[src/tage_defines.svh]
`ifndef TAGE_DEFINES_SVH
`define TAGE_DEFINES_SVH

// base table entries.
`define BIM_SIZE 256
// entries per tagged table.
`define TAGE_SIZE 64

`define TAG1_W 9
`define TAG2_W 11

// global history bits seen by each tagged table.
`define HIST1_LEN 8
`define HIST2_LEN 16

`define USF_W 2
`define CNT_W 2

// width of the aging down-counter, kept small so aging happens often.
`define AGE_INTERVAL 10

`endif

[src/tagePkg.sv]
package tagePkg;

`include "tage_defines.svh"

    typedef struct packed {
        logic [`TAG1_W-1:0] tag;
        logic [`USF_W-1:0]  useful;
        logic [`CNT_W-1:0]  counter;
    } tageEntry1_t;

    typedef struct packed {
        logic [`TAG2_W-1:0] tag;
        logic [`USF_W-1:0]  useful;
        logic [`CNT_W-1:0]  counter;
    } tageEntry2_t;

    // which component supplied the final direction.
    typedef enum logic [1:0] {
        BASE = 2'd0,
        T1   = 2'd1,
        T2   = 2'd2
    } provider_t;

    // travels with a prediction and comes back with its update.
    typedef struct packed {
        provider_t provider;
        logic      altTaken;
        logic      providerTaken;
    } predMeta_t;

endpackage

[src/tableLookupIf.sv]
`timescale 1ns/1ns
`include "tage_defines.svh"

interface tableLookupIf #(
    parameter int TAG_W = `TAG1_W
);
    logic [$clog2(`TAGE_SIZE)-1:0] readAddr;
    logic [TAG_W-1:0]              readTag;
    logic                          hit;
    logic                          taken;
    logic                          allocAvail;

    logic [$clog2(`TAGE_SIZE)-1:0] writeAddr;
    logic [TAG_W-1:0]              writeTag;
    logic                          writeValid;
    logic                          writeUpdate;
    logic                          writeUseful;
    logic                          writeCorrect;
    logic                          writeTaken;
    logic                          doAlloc;
    logic                          allocFailed;

    modport hasher (output readAddr, readTag, writeAddr, writeTag);

    modport tbl (
        input  readAddr, readTag, writeAddr, writeTag,
        input  writeValid, writeUpdate, writeUseful, writeCorrect, writeTaken,
        input  doAlloc, allocFailed,
        output hit, taken, allocAvail
    );

    modport select (
        input  hit, taken, allocAvail,
        output writeValid, writeUpdate, writeUseful, writeCorrect, writeTaken,
        output doAlloc, allocFailed
    );
endinterface

[src/bimodalTable.sv]
`timescale 1ns/1ns
`include "tage_defines.svh"

module bimodalTable (
    input  logic                         clk,
    input  logic                         rst,
    input  logic [$clog2(`BIM_SIZE)-1:0] readIdx,
    input  logic                         writeValid,
    input  logic [$clog2(`BIM_SIZE)-1:0] writeIdx,
    input  logic                         writeTaken,
    output logic                         readTaken
);
    logic [`CNT_W-1:0] counters [`BIM_SIZE];
    logic [`CNT_W-1:0] cur;

    assign readTaken = counters[readIdx][`CNT_W-1];
    assign cur       = counters[writeIdx];

    always_ff @(posedge clk) begin
        if (rst) begin
            for (int i = 0; i < `BIM_SIZE; i++)
                counters[i] <= `CNT_W'(1); // weakly not-taken.
        end else if (writeValid) begin
            if (writeTaken && cur != {`CNT_W{1'b1}})
                counters[writeIdx] <= cur + 1'b1;
            else if (!writeTaken && cur != {`CNT_W{1'b0}})
                counters[writeIdx] <= cur - 1'b1;
        end
    end
endmodule

[src/historyHasher.sv]
`timescale 1ns/1ns
`include "tage_defines.svh"

module historyHasher (
    input  logic                           clk,
    input  logic                           rst,
    input  logic                           predictValid,
    input  logic [31:0]                    predictPc,
    input  logic                           updateValid,
    input  logic [31:0]                    updatePc,
    input  logic                           updateTaken,
    input  tagePkg::predMeta_t             updateMeta,
    output logic                           stageValid,
    output logic [$clog2(`BIM_SIZE)-1:0]   bimPredIdx,
    output logic [$clog2(`BIM_SIZE)-1:0]   bimUpdIdx,
    output logic                           updValid,
    output logic                           updTaken,
    output tagePkg::predMeta_t             updMeta,
    tableLookupIf.hasher                   t1,
    tableLookupIf.hasher                   t2
);
    import tagePkg::*;

    localparam int IDX_W = $clog2(`TAGE_SIZE);
    localparam int BIM_W = $clog2(`BIM_SIZE);

    logic [`HIST2_LEN-1:0] hist;
    logic [IDX_W-1:0]      pIdx1, pIdx2, uIdx1, uIdx2;
    logic [`HIST2_LEN-1:0] pTag1, pTag2, uTag1, uTag2;

    // xor the first len history bits down onto w bit positions.
    function automatic logic [`HIST2_LEN-1:0] foldHist(
        input logic [`HIST2_LEN-1:0] h,
        input int len,
        input int w
    );
        logic [`HIST2_LEN-1:0] f;
        f = '0;
        for (int i = 0; i < `HIST2_LEN; i++) begin
            if (i < len)
                f[i % w] = f[i % w] ^ h[i];
        end
        return f;
    endfunction

    function automatic logic [IDX_W-1:0] calcIdx(
        input logic [31:0] pc,
        input logic [`HIST2_LEN-1:0] h,
        input int len
    );
        logic [`HIST2_LEN-1:0] f;
        f = foldHist(h, len, IDX_W);
        return pc[2 +: IDX_W] ^ f[IDX_W-1:0];
    endfunction

    // tag zero marks an empty entry, so the hash never produces it.
    function automatic logic [`HIST2_LEN-1:0] calcTag(
        input logic [31:0] pc,
        input logic [`HIST2_LEN-1:0] h,
        input int len,
        input int w
    );
        logic [`HIST2_LEN-1:0] t;
        t = (pc[8 +: `HIST2_LEN] ^ foldHist(h, len, w)) & ((`HIST2_LEN'(1) << w) - 1'b1);
        if (t == '0)
            t = `HIST2_LEN'(1);
        return t;
    endfunction

    always_comb begin
        pIdx1 = calcIdx(predictPc, hist, `HIST1_LEN);
        pIdx2 = calcIdx(predictPc, hist, `HIST2_LEN);
        pTag1 = calcTag(predictPc, hist, `HIST1_LEN, `TAG1_W);
        pTag2 = calcTag(predictPc, hist, `HIST2_LEN, `TAG2_W);
        uIdx1 = calcIdx(updatePc, hist, `HIST1_LEN);
        uIdx2 = calcIdx(updatePc, hist, `HIST2_LEN);
        uTag1 = calcTag(updatePc, hist, `HIST1_LEN, `TAG1_W);
        uTag2 = calcTag(updatePc, hist, `HIST2_LEN, `TAG2_W);
    end

    always_ff @(posedge clk) begin
        if (rst) begin
            stageValid <= 1'b0;
            updValid   <= 1'b0;
            hist       <= '0;
        end else begin
            stageValid <= predictValid;
            updValid   <= updateValid;
            if (updValid)
                hist <= {hist[`HIST2_LEN-2:0], updTaken}; // shifts one edge after the update.
        end
    end

    always_ff @(posedge clk) begin
        if (predictValid) begin
            bimPredIdx  <= predictPc[2 +: BIM_W];
            t1.readAddr <= pIdx1;
            t1.readTag  <= pTag1[`TAG1_W-1:0];
            t2.readAddr <= pIdx2;
            t2.readTag  <= pTag2[`TAG2_W-1:0];
        end
        if (updateValid) begin
            bimUpdIdx    <= updatePc[2 +: BIM_W];
            t1.writeAddr <= uIdx1;
            t1.writeTag  <= uTag1[`TAG1_W-1:0];
            t2.writeAddr <= uIdx2;
            t2.writeTag  <= uTag2[`TAG2_W-1:0];
            updTaken     <= updateTaken;
            updMeta      <= updateMeta;
        end
    end
endmodule

[src/predictSelect.sv]
`timescale 1ns/1ns

module predictSelect (
    input  logic               clk,
    input  logic               rst,
    input  logic               stageValid,
    input  logic               bimTaken,
    input  logic               updValid,
    input  logic               updTaken,
    input  tagePkg::predMeta_t updMeta,
    output logic               bimWrite,
    output logic               resultValid,
    output logic               resultTaken,
    output tagePkg::predMeta_t resultMeta,
    tableLookupIf.select       t1,
    tableLookupIf.select       t2
);
    import tagePkg::*;

    provider_t provider;
    logic      provTaken;
    logic      altTaken;
    logic      mispredict;
    logic      allocT1;
    logic      allocT2;
    logic      allocFail;

    always_comb begin
        if (t2.hit) begin
            provider  = T2;
            provTaken = t2.taken;
            altTaken  = t1.hit ? t1.taken : bimTaken;
        end else if (t1.hit) begin
            provider  = T1;
            provTaken = t1.taken;
            altTaken  = bimTaken;
        end else begin
            provider  = BASE;
            provTaken = bimTaken;
            altTaken  = bimTaken;
        end
    end

    always_ff @(posedge clk) begin
        if (rst) begin
            resultValid <= 1'b0;
            resultTaken <= 1'b0;
            resultMeta  <= '0;
        end else begin
            resultValid <= stageValid;
            if (stageValid) begin
                resultTaken              <= provTaken;
                resultMeta.provider      <= provider;
                resultMeta.altTaken      <= altTaken;
                resultMeta.providerTaken <= provTaken;
            end
        end
    end

    // The longest table never allocates, there is nothing above it.
    always_comb begin
        mispredict = updValid && updMeta.providerTaken != updTaken && updMeta.provider != T2;
        allocT1    = mispredict && updMeta.provider == BASE && t1.allocAvail;
        allocT2    = mispredict && !allocT1 && t2.allocAvail;
        allocFail  = mispredict && !allocT1 && !allocT2;

        bimWrite = updValid && updMeta.provider == BASE;

        t1.writeValid   = updValid;
        t1.writeUpdate  = updValid && updMeta.provider == T1;
        t1.writeUseful  = updMeta.altTaken != updMeta.providerTaken;
        t1.writeCorrect = updMeta.providerTaken == updTaken;
        t1.writeTaken   = updTaken;
        t1.doAlloc      = allocT1;
        t1.allocFailed  = allocFail && updMeta.provider == BASE;

        t2.writeValid   = updValid;
        t2.writeUpdate  = updValid && updMeta.provider == T2;
        t2.writeUseful  = updMeta.altTaken != updMeta.providerTaken;
        t2.writeCorrect = updMeta.providerTaken == updTaken;
        t2.writeTaken   = updTaken;
        t2.doAlloc      = allocT2;
        t2.allocFailed  = allocFail;
    end
endmodule

[src/tagePredictor.sv]
`timescale 1ns/1ns
`include "tage_defines.svh"

module tagePredictor (
    input  logic               clk,
    input  logic               rst,
    input  logic               predictValid,
    input  logic [31:0]        predictPc,
    input  logic               updateValid,
    input  logic [31:0]        updatePc,
    input  logic               updateTaken,
    input  tagePkg::predMeta_t updateMeta,
    output logic               resultValid,
    output logic               resultTaken,
    output tagePkg::predMeta_t resultMeta
);
    import tagePkg::*;

    logic                         stageValid;
    logic [$clog2(`BIM_SIZE)-1:0] bimPredIdx;
    logic [$clog2(`BIM_SIZE)-1:0] bimUpdIdx;
    logic                         bimTaken;
    logic                         bimWrite;
    logic                         updValid;
    logic                         updTaken;
    predMeta_t                    updMeta;

    tableLookupIf #(.TAG_W(`TAG1_W)) t1If ();
    tableLookupIf #(.TAG_W(`TAG2_W)) t2If ();

    historyHasher hasher (
        .clk          (clk),
        .rst          (rst),
        .predictValid (predictValid),
        .predictPc    (predictPc),
        .updateValid  (updateValid),
        .updatePc     (updatePc),
        .updateTaken  (updateTaken),
        .updateMeta   (updateMeta),
        .stageValid   (stageValid),
        .bimPredIdx   (bimPredIdx),
        .bimUpdIdx    (bimUpdIdx),
        .updValid     (updValid),
        .updTaken     (updTaken),
        .updMeta      (updMeta),
        .t1           (t1If.hasher),
        .t2           (t2If.hasher)
    );

    bimodalTable bimTable (
        .clk        (clk),
        .rst        (rst),
        .readIdx    (bimPredIdx),
        .writeValid (bimWrite),
        .writeIdx   (bimUpdIdx),
        .writeTaken (updTaken),
        .readTaken  (bimTaken)
    );

    tageTable #(.entry_t(tageEntry1_t)) t1Table (
        .clk    (clk),
        .rst    (rst),
        .lookup (t1If.tbl)
    );

    tageTable #(.entry_t(tageEntry2_t)) t2Table (
        .clk    (clk),
        .rst    (rst),
        .lookup (t2If.tbl)
    );

    predictSelect select (
        .clk         (clk),
        .rst         (rst),
        .stageValid  (stageValid),
        .bimTaken    (bimTaken),
        .updValid    (updValid),
        .updTaken    (updTaken),
        .updMeta     (updMeta),
        .bimWrite    (bimWrite),
        .resultValid (resultValid),
        .resultTaken (resultTaken),
        .resultMeta  (resultMeta),
        .t1          (t1If.select),
        .t2          (t2If.select)
    );
endmodule

[src/tageTable.sv]
`timescale 1ns/1ns
`include "tage_defines.svh"

module tageTable #(
    parameter type entry_t = tagePkg::tageEntry1_t
) (
    input logic       clk,
    input logic       rst,
    tableLookupIf.tbl lookup
);
    entry_t                   entries [`TAGE_SIZE];
    entry_t                   wrEntry;
    logic [`AGE_INTERVAL-1:0] decrCnt;
    logic                     decrBit;

    assign wrEntry = entries[lookup.writeAddr];

    always_comb begin
        lookup.hit        = entries[lookup.readAddr].tag == lookup.readTag;
        lookup.taken      = entries[lookup.readAddr].counter[`CNT_W-1];
        lookup.allocAvail = wrEntry.useful == '0;
    end

    always_ff @(posedge clk) begin
        if (rst) begin
            decrCnt <= '0;
            decrBit <= 1'b0;
            for (int i = 0; i < `TAGE_SIZE; i++)
                entries[i] <= '0;
        end else begin
            if (lookup.writeValid) begin
                if (lookup.writeUpdate) begin
                    if (lookup.writeTaken && wrEntry.counter != {`CNT_W{1'b1}})
                        entries[lookup.writeAddr].counter <= wrEntry.counter + 1'b1;
                    else if (!lookup.writeTaken && wrEntry.counter != {`CNT_W{1'b0}})
                        entries[lookup.writeAddr].counter <= wrEntry.counter - 1'b1;

                    // only trained when the alternate would have disagreed.
                    if (lookup.writeUseful) begin
                        if (lookup.writeCorrect && wrEntry.useful != {`USF_W{1'b1}})
                            entries[lookup.writeAddr].useful <= wrEntry.useful + 1'b1;
                        else if (!lookup.writeCorrect && wrEntry.useful != {`USF_W{1'b0}})
                            entries[lookup.writeAddr].useful <= wrEntry.useful - 1'b1;
                    end
                end else if (lookup.doAlloc) begin
                    if (wrEntry.useful == '0) begin
                        entries[lookup.writeAddr].tag     <= lookup.writeTag;
                        entries[lookup.writeAddr].useful  <= '0;
                        entries[lookup.writeAddr].counter <=
                            {lookup.writeTaken, {(`CNT_W-1){!lookup.writeTaken}}};
                    end
                end else if (lookup.allocFailed) begin
                    if (wrEntry.useful != '0)
                        entries[lookup.writeAddr].useful <= wrEntry.useful - 1'b1;
                end
            end

            // Aging takes one bit off every useful counter, low and high in turn.
            if (decrCnt == '0) begin
                for (int i = 0; i < `TAGE_SIZE; i++)
                    entries[i].useful[decrBit] <= 1'b0;
                decrBit <= !decrBit;
            end
            decrCnt <= decrCnt - 1'b1;
        end
    end
endmodule

[config.mk]
export PLATFORM = sky130hd
export DESIGN_NAME = tagePredictor
export DESIGN_NICKNAME = d
export VERILOG_FILES = /design/src/tagePkg.sv /design/src/tableLookupIf.sv /design/src/bimodalTable.sv /design/src/historyHasher.sv /design/src/predictSelect.sv /design/src/tagePredictor.sv /design/src/tageTable.sv
export VERILOG_INCLUDE_DIRS = /design/src /design/src/src
export SDC_FILE = /design/constraint.sdc
export NUM_CORES = 2
export LEC_CHECK = 0
export BUFFER_PORTS_ARGS = -buffer_cell sky130_fd_sc_hd__buf_4
export CAP_MARGIN = 20
export CORE_ASPECT_RATIO = 0.9
export CORE_MARGIN = 4
export CORE_UTILIZATION = 45
export CTS_BUF_LIST = sky130_fd_sc_hd__clkbuf_4 sky130_fd_sc_hd__clkbuf_8 sky130_fd_sc_hd__clkbuf_16
export DETAILED_ROUTE_END_ITERATION = 16
export PLACE_DENSITY_LB_ADDON = 0.1
export SLEW_MARGIN = 20
export SYNTH_ARGS = -nofsm -noshare
export SYNTH_HDL_FRONTEND = slang
export SYNTH_SLANG_ARGS = --single-unit
[constraint.sdc]
create_clock -name clk -period 8.4 [get_ports clk]
set_clock_uncertainty 0.15 [all_clocks]
set_input_delay 0.84 -clock clk [delete_from_list [all_inputs] [get_ports clk]]
set_output_delay 0.84 -clock clk [all_outputs]
set_load 0.02 [all_outputs]
==> metrics.cfg <==
[outcome]
status = complete, no violations

[clock_network]
clk_pin_slew_worst_paths_ps = 60
cts_setup_buffers = 0
clk-insertion-delay-late_ps = 850
cts_buffer_depth = 4
htree_levels = 5
cts_buffers = 280
cts_root_buffer = clkbuf_16
clock_sinks = 2474
cts_tree = yes

[grt]
grt_remaining_overflow = 0
grt_pass1_vias = 72356
grt_use_total_pct = 26.1
grt_max_degree = 144
grt_pass1_wl_um = 522000
antenna_found_initial = 21

[place]
numPortBuffers = 48
hpwl_um = 234000
placed_area_um2 = 123000
gp_congestion = 0.872
pre_cts_ws_ps = 2000
numPlacedInstances = 11485

[flow_run]
cap_violations = 0

[floorplanning]
dieArea_um2 = 274000
coreArea_um2 = 264000
start_util_pct = 45.2
io_pins = 79
die_y_um = 497
rows = 179
fp.dieW_um = 551

[finish]
design_area_um2 = 132000
area_growth_pct = 10.5
multi_input_area_um2 = 42800
fillers = 22508
layout.cells.non_filler = 11987
drive_above_1_share_pct = 20.2
final_util_pct = 49.9
final-seq-area_um2 = 73500
layout.nets = 8323

[timing]
fmax_mhz = 156
min_period_ps = 6410
tightest_slew_ps = 1200
slew_headroom_pct = 19.9
setup_viol = 0
rsz0062_at_grt = false
holdWs_ps = 71.4
finalCritPeriodShare_pct = 76.3
setup_tns_ps = 0
fin_ws_ps = 1990
maxSlewViolCount = 0
hold_viol_final = 0

[logic_synthesis]
yosys_warnings = 0
synth_top_cell_by_area = edfxtp_1
ys_ff_latch = 2474
synth_area_um2 = 119000
synthArstFlopShare_pct = 0
synth_top_flop_cell = edfxtp_1
synthTopCellsByCount = edfxtp_1 (2389), and2_1 (1294), nor2_1 (988)
synth_most_common_cell = edfxtp_1
synth_fp_nets = 8623
synth_edf_count = 2389
synthCells = 8544
seq_area_frac_synth_pct = 61.5
synth_top_area_share_pct = 60.1
synthTopCellsByArea = edfxtp_1 (60%), mux4_2 (14%), and2_1 (6.8%)
syn_area_per_cell_um2 = 14.0
yosysUniqueCellTypes = 74

[drt]
drt_iter0_drc = 8901
drc = 0
dr_total_vias = 73390
finalWirelength_um = 361000
post_drt_wl_per_cell_um = 30.1
vias_per_cell = 6.12
dr.pass1.iters = 7
ant_nets = 0

[critical_path]
endpoint_kind = flop
reg2reg_depth = 16
timing.rr.end = t2Table.entries[35][1]$_SDFFCE_PN0P_
cp-start-kind = flop
required_ps = 8920
arrival_ps = 6920
crit_type = reg2reg
rrSetupSlack_ps = 1990
cp_max_fo = 37

[power_and_ir_drop]
finalPower_mw = 29.9
p_leak_nw = 44.9
peakVddDrop_v = 0.000158
powerDensity_nw_per_um2 = 226

[min_path]
timing.hold.worst.start = updateMeta[1]
hp-class = in2reg
hold_path_depth = 1
whs_endpoint = hasher.updMeta[1]$_DFFE_PP_

[critical path, cell delays in order (launching register included)]
cell	delay, ps
dfxtp_4	820
buf_4	430
mux4_2	580
mux4_2	570
mux4_2	570
inv_1	90
ha_1	390
nor2_1	70
o21ai_0	150
nor2_1	110
nand2_2	750
nand2_1	170
nor3b_1	240
a21oi_1	60
o21a_2	450
buf_4	390
nor2_1	150
[registers in the layout, indices dropped and copies added (netlist names), 4 cells and up, named ones only]
signal	cells
hasher.t1.readTag	9
t1Table.entries	832
hasher.t2.readTag	11
hasher.bimUpdIdx	8
hasher.t2.readAddr	6
hasher.updMeta	4
hasher.hist	16
bimTable.counters	512
t2Table.entries	960
hasher.t1.writeTag	9
hasher.bimPredIdx	8
select.resultMeta	4
hasher.t2.writeTag	11
hasher.t2.writeAddr	6
hasher.t1.readAddr	6
hasher.t1.writeAddr	6
t2Table.decrCnt	10
t1Table.decrCnt	10
[cells by family after synthesis]
family / after synthesis / synth area share [%]
AO/OA/AOI/OAI: 890 / 4.96
XOR/XNOR: 112 / 0.821
adder cells (fa/ha/maj): 6 / 0.0628
buffers and inverters: 859 / 2.82
flip-flops: 2474 / 61.5
multiplexers: 904 / 15.5
AND/OR/NAND/NOR: 3299 / 14.4
[worst max-delay path by stage]
stage                     from                                   end  slack [ps]
after global placement    flop  t2Table.entries[40][1]$_SDFFCE_PN0P_        1870
after detailed placement  flop   t2Table.entries[0][1]$_SDFFCE_PN0P_        2000
after global routing      flop   t2Table.entries[0][1]$_SDFFCE_PN0P_        1580
final                     flop  t2Table.entries[35][1]$_SDFFCE_PN0P_        1990
after floorplan           flop  t1Table.entries[10][3]$_SDFFCE_PN0P_        2500
after CTS                 flop   t2Table.entries[9][1]$_SDFFCE_PN0P_        1960
[placed cells by master (no fill, tap or decap), types with 17 or more instances in the layout]
master and count:
edfxtp_1 2389, nor3_1 182, clkinv_1 48, mux2i_1 108
nand3_1 320, nor2_1 982, a211oi_1 17, clkbuf_16 295
mux4_2 749, nand2_1 191, xnor2_1 56, nand2b_1 21
or3_1 18, mux2_2 47, and2_1 1293, o21ai_0 277
a21o_1 258, xor2_1 56, or2_2 150, nor2b_1 44
buf_4 219, inv_1 32, clkbuf_4 81, o21bai_1 128
a21oi_1 44, clkinv_2 31, a22oi_1 74, dfxtp_1 65
[routing by layer]
metal  up-vias  wire (um)  GRT usage, %
met5         -         26             0
met4         4      11300          7.85
met3       550      28800          3.82
met2      3143     162000          39.2
met1     38435     159000          39.6
li1      31258          -             -
[where the power goes]
part	internal (mW)	leakage [nW]	switching [mW]
clock	7.22	4.52	5.00
combinational	1.27	15.9	2.01
sequential	14.0	24.5	0.347
total	22.5	44.9	7.36
[final cells by class]
| type | count | area share, % |
|---|---|---|
| diodes | 6 | 0.0114 |
| multi-input cells | 5211 | 32.5 |
| clock inverters | 105 | 0.686 |
| inverters | 35 | 0.0995 |
| repair buffers | 242 | 1.58 |
| flip-flops and latches | 2474 | 55.7 |
| clock buffers | 385 | 6.15 |
| well taps | 3529 | 3.35 |
[repair_timing]
item / in CTS / in global routing
hold buffers: 4 / 0
gates resized for setup: 0 / 0
endpoints found under the hold margin: 4 / 0
No activity file was read; power rests on OpenSTA's default activity.
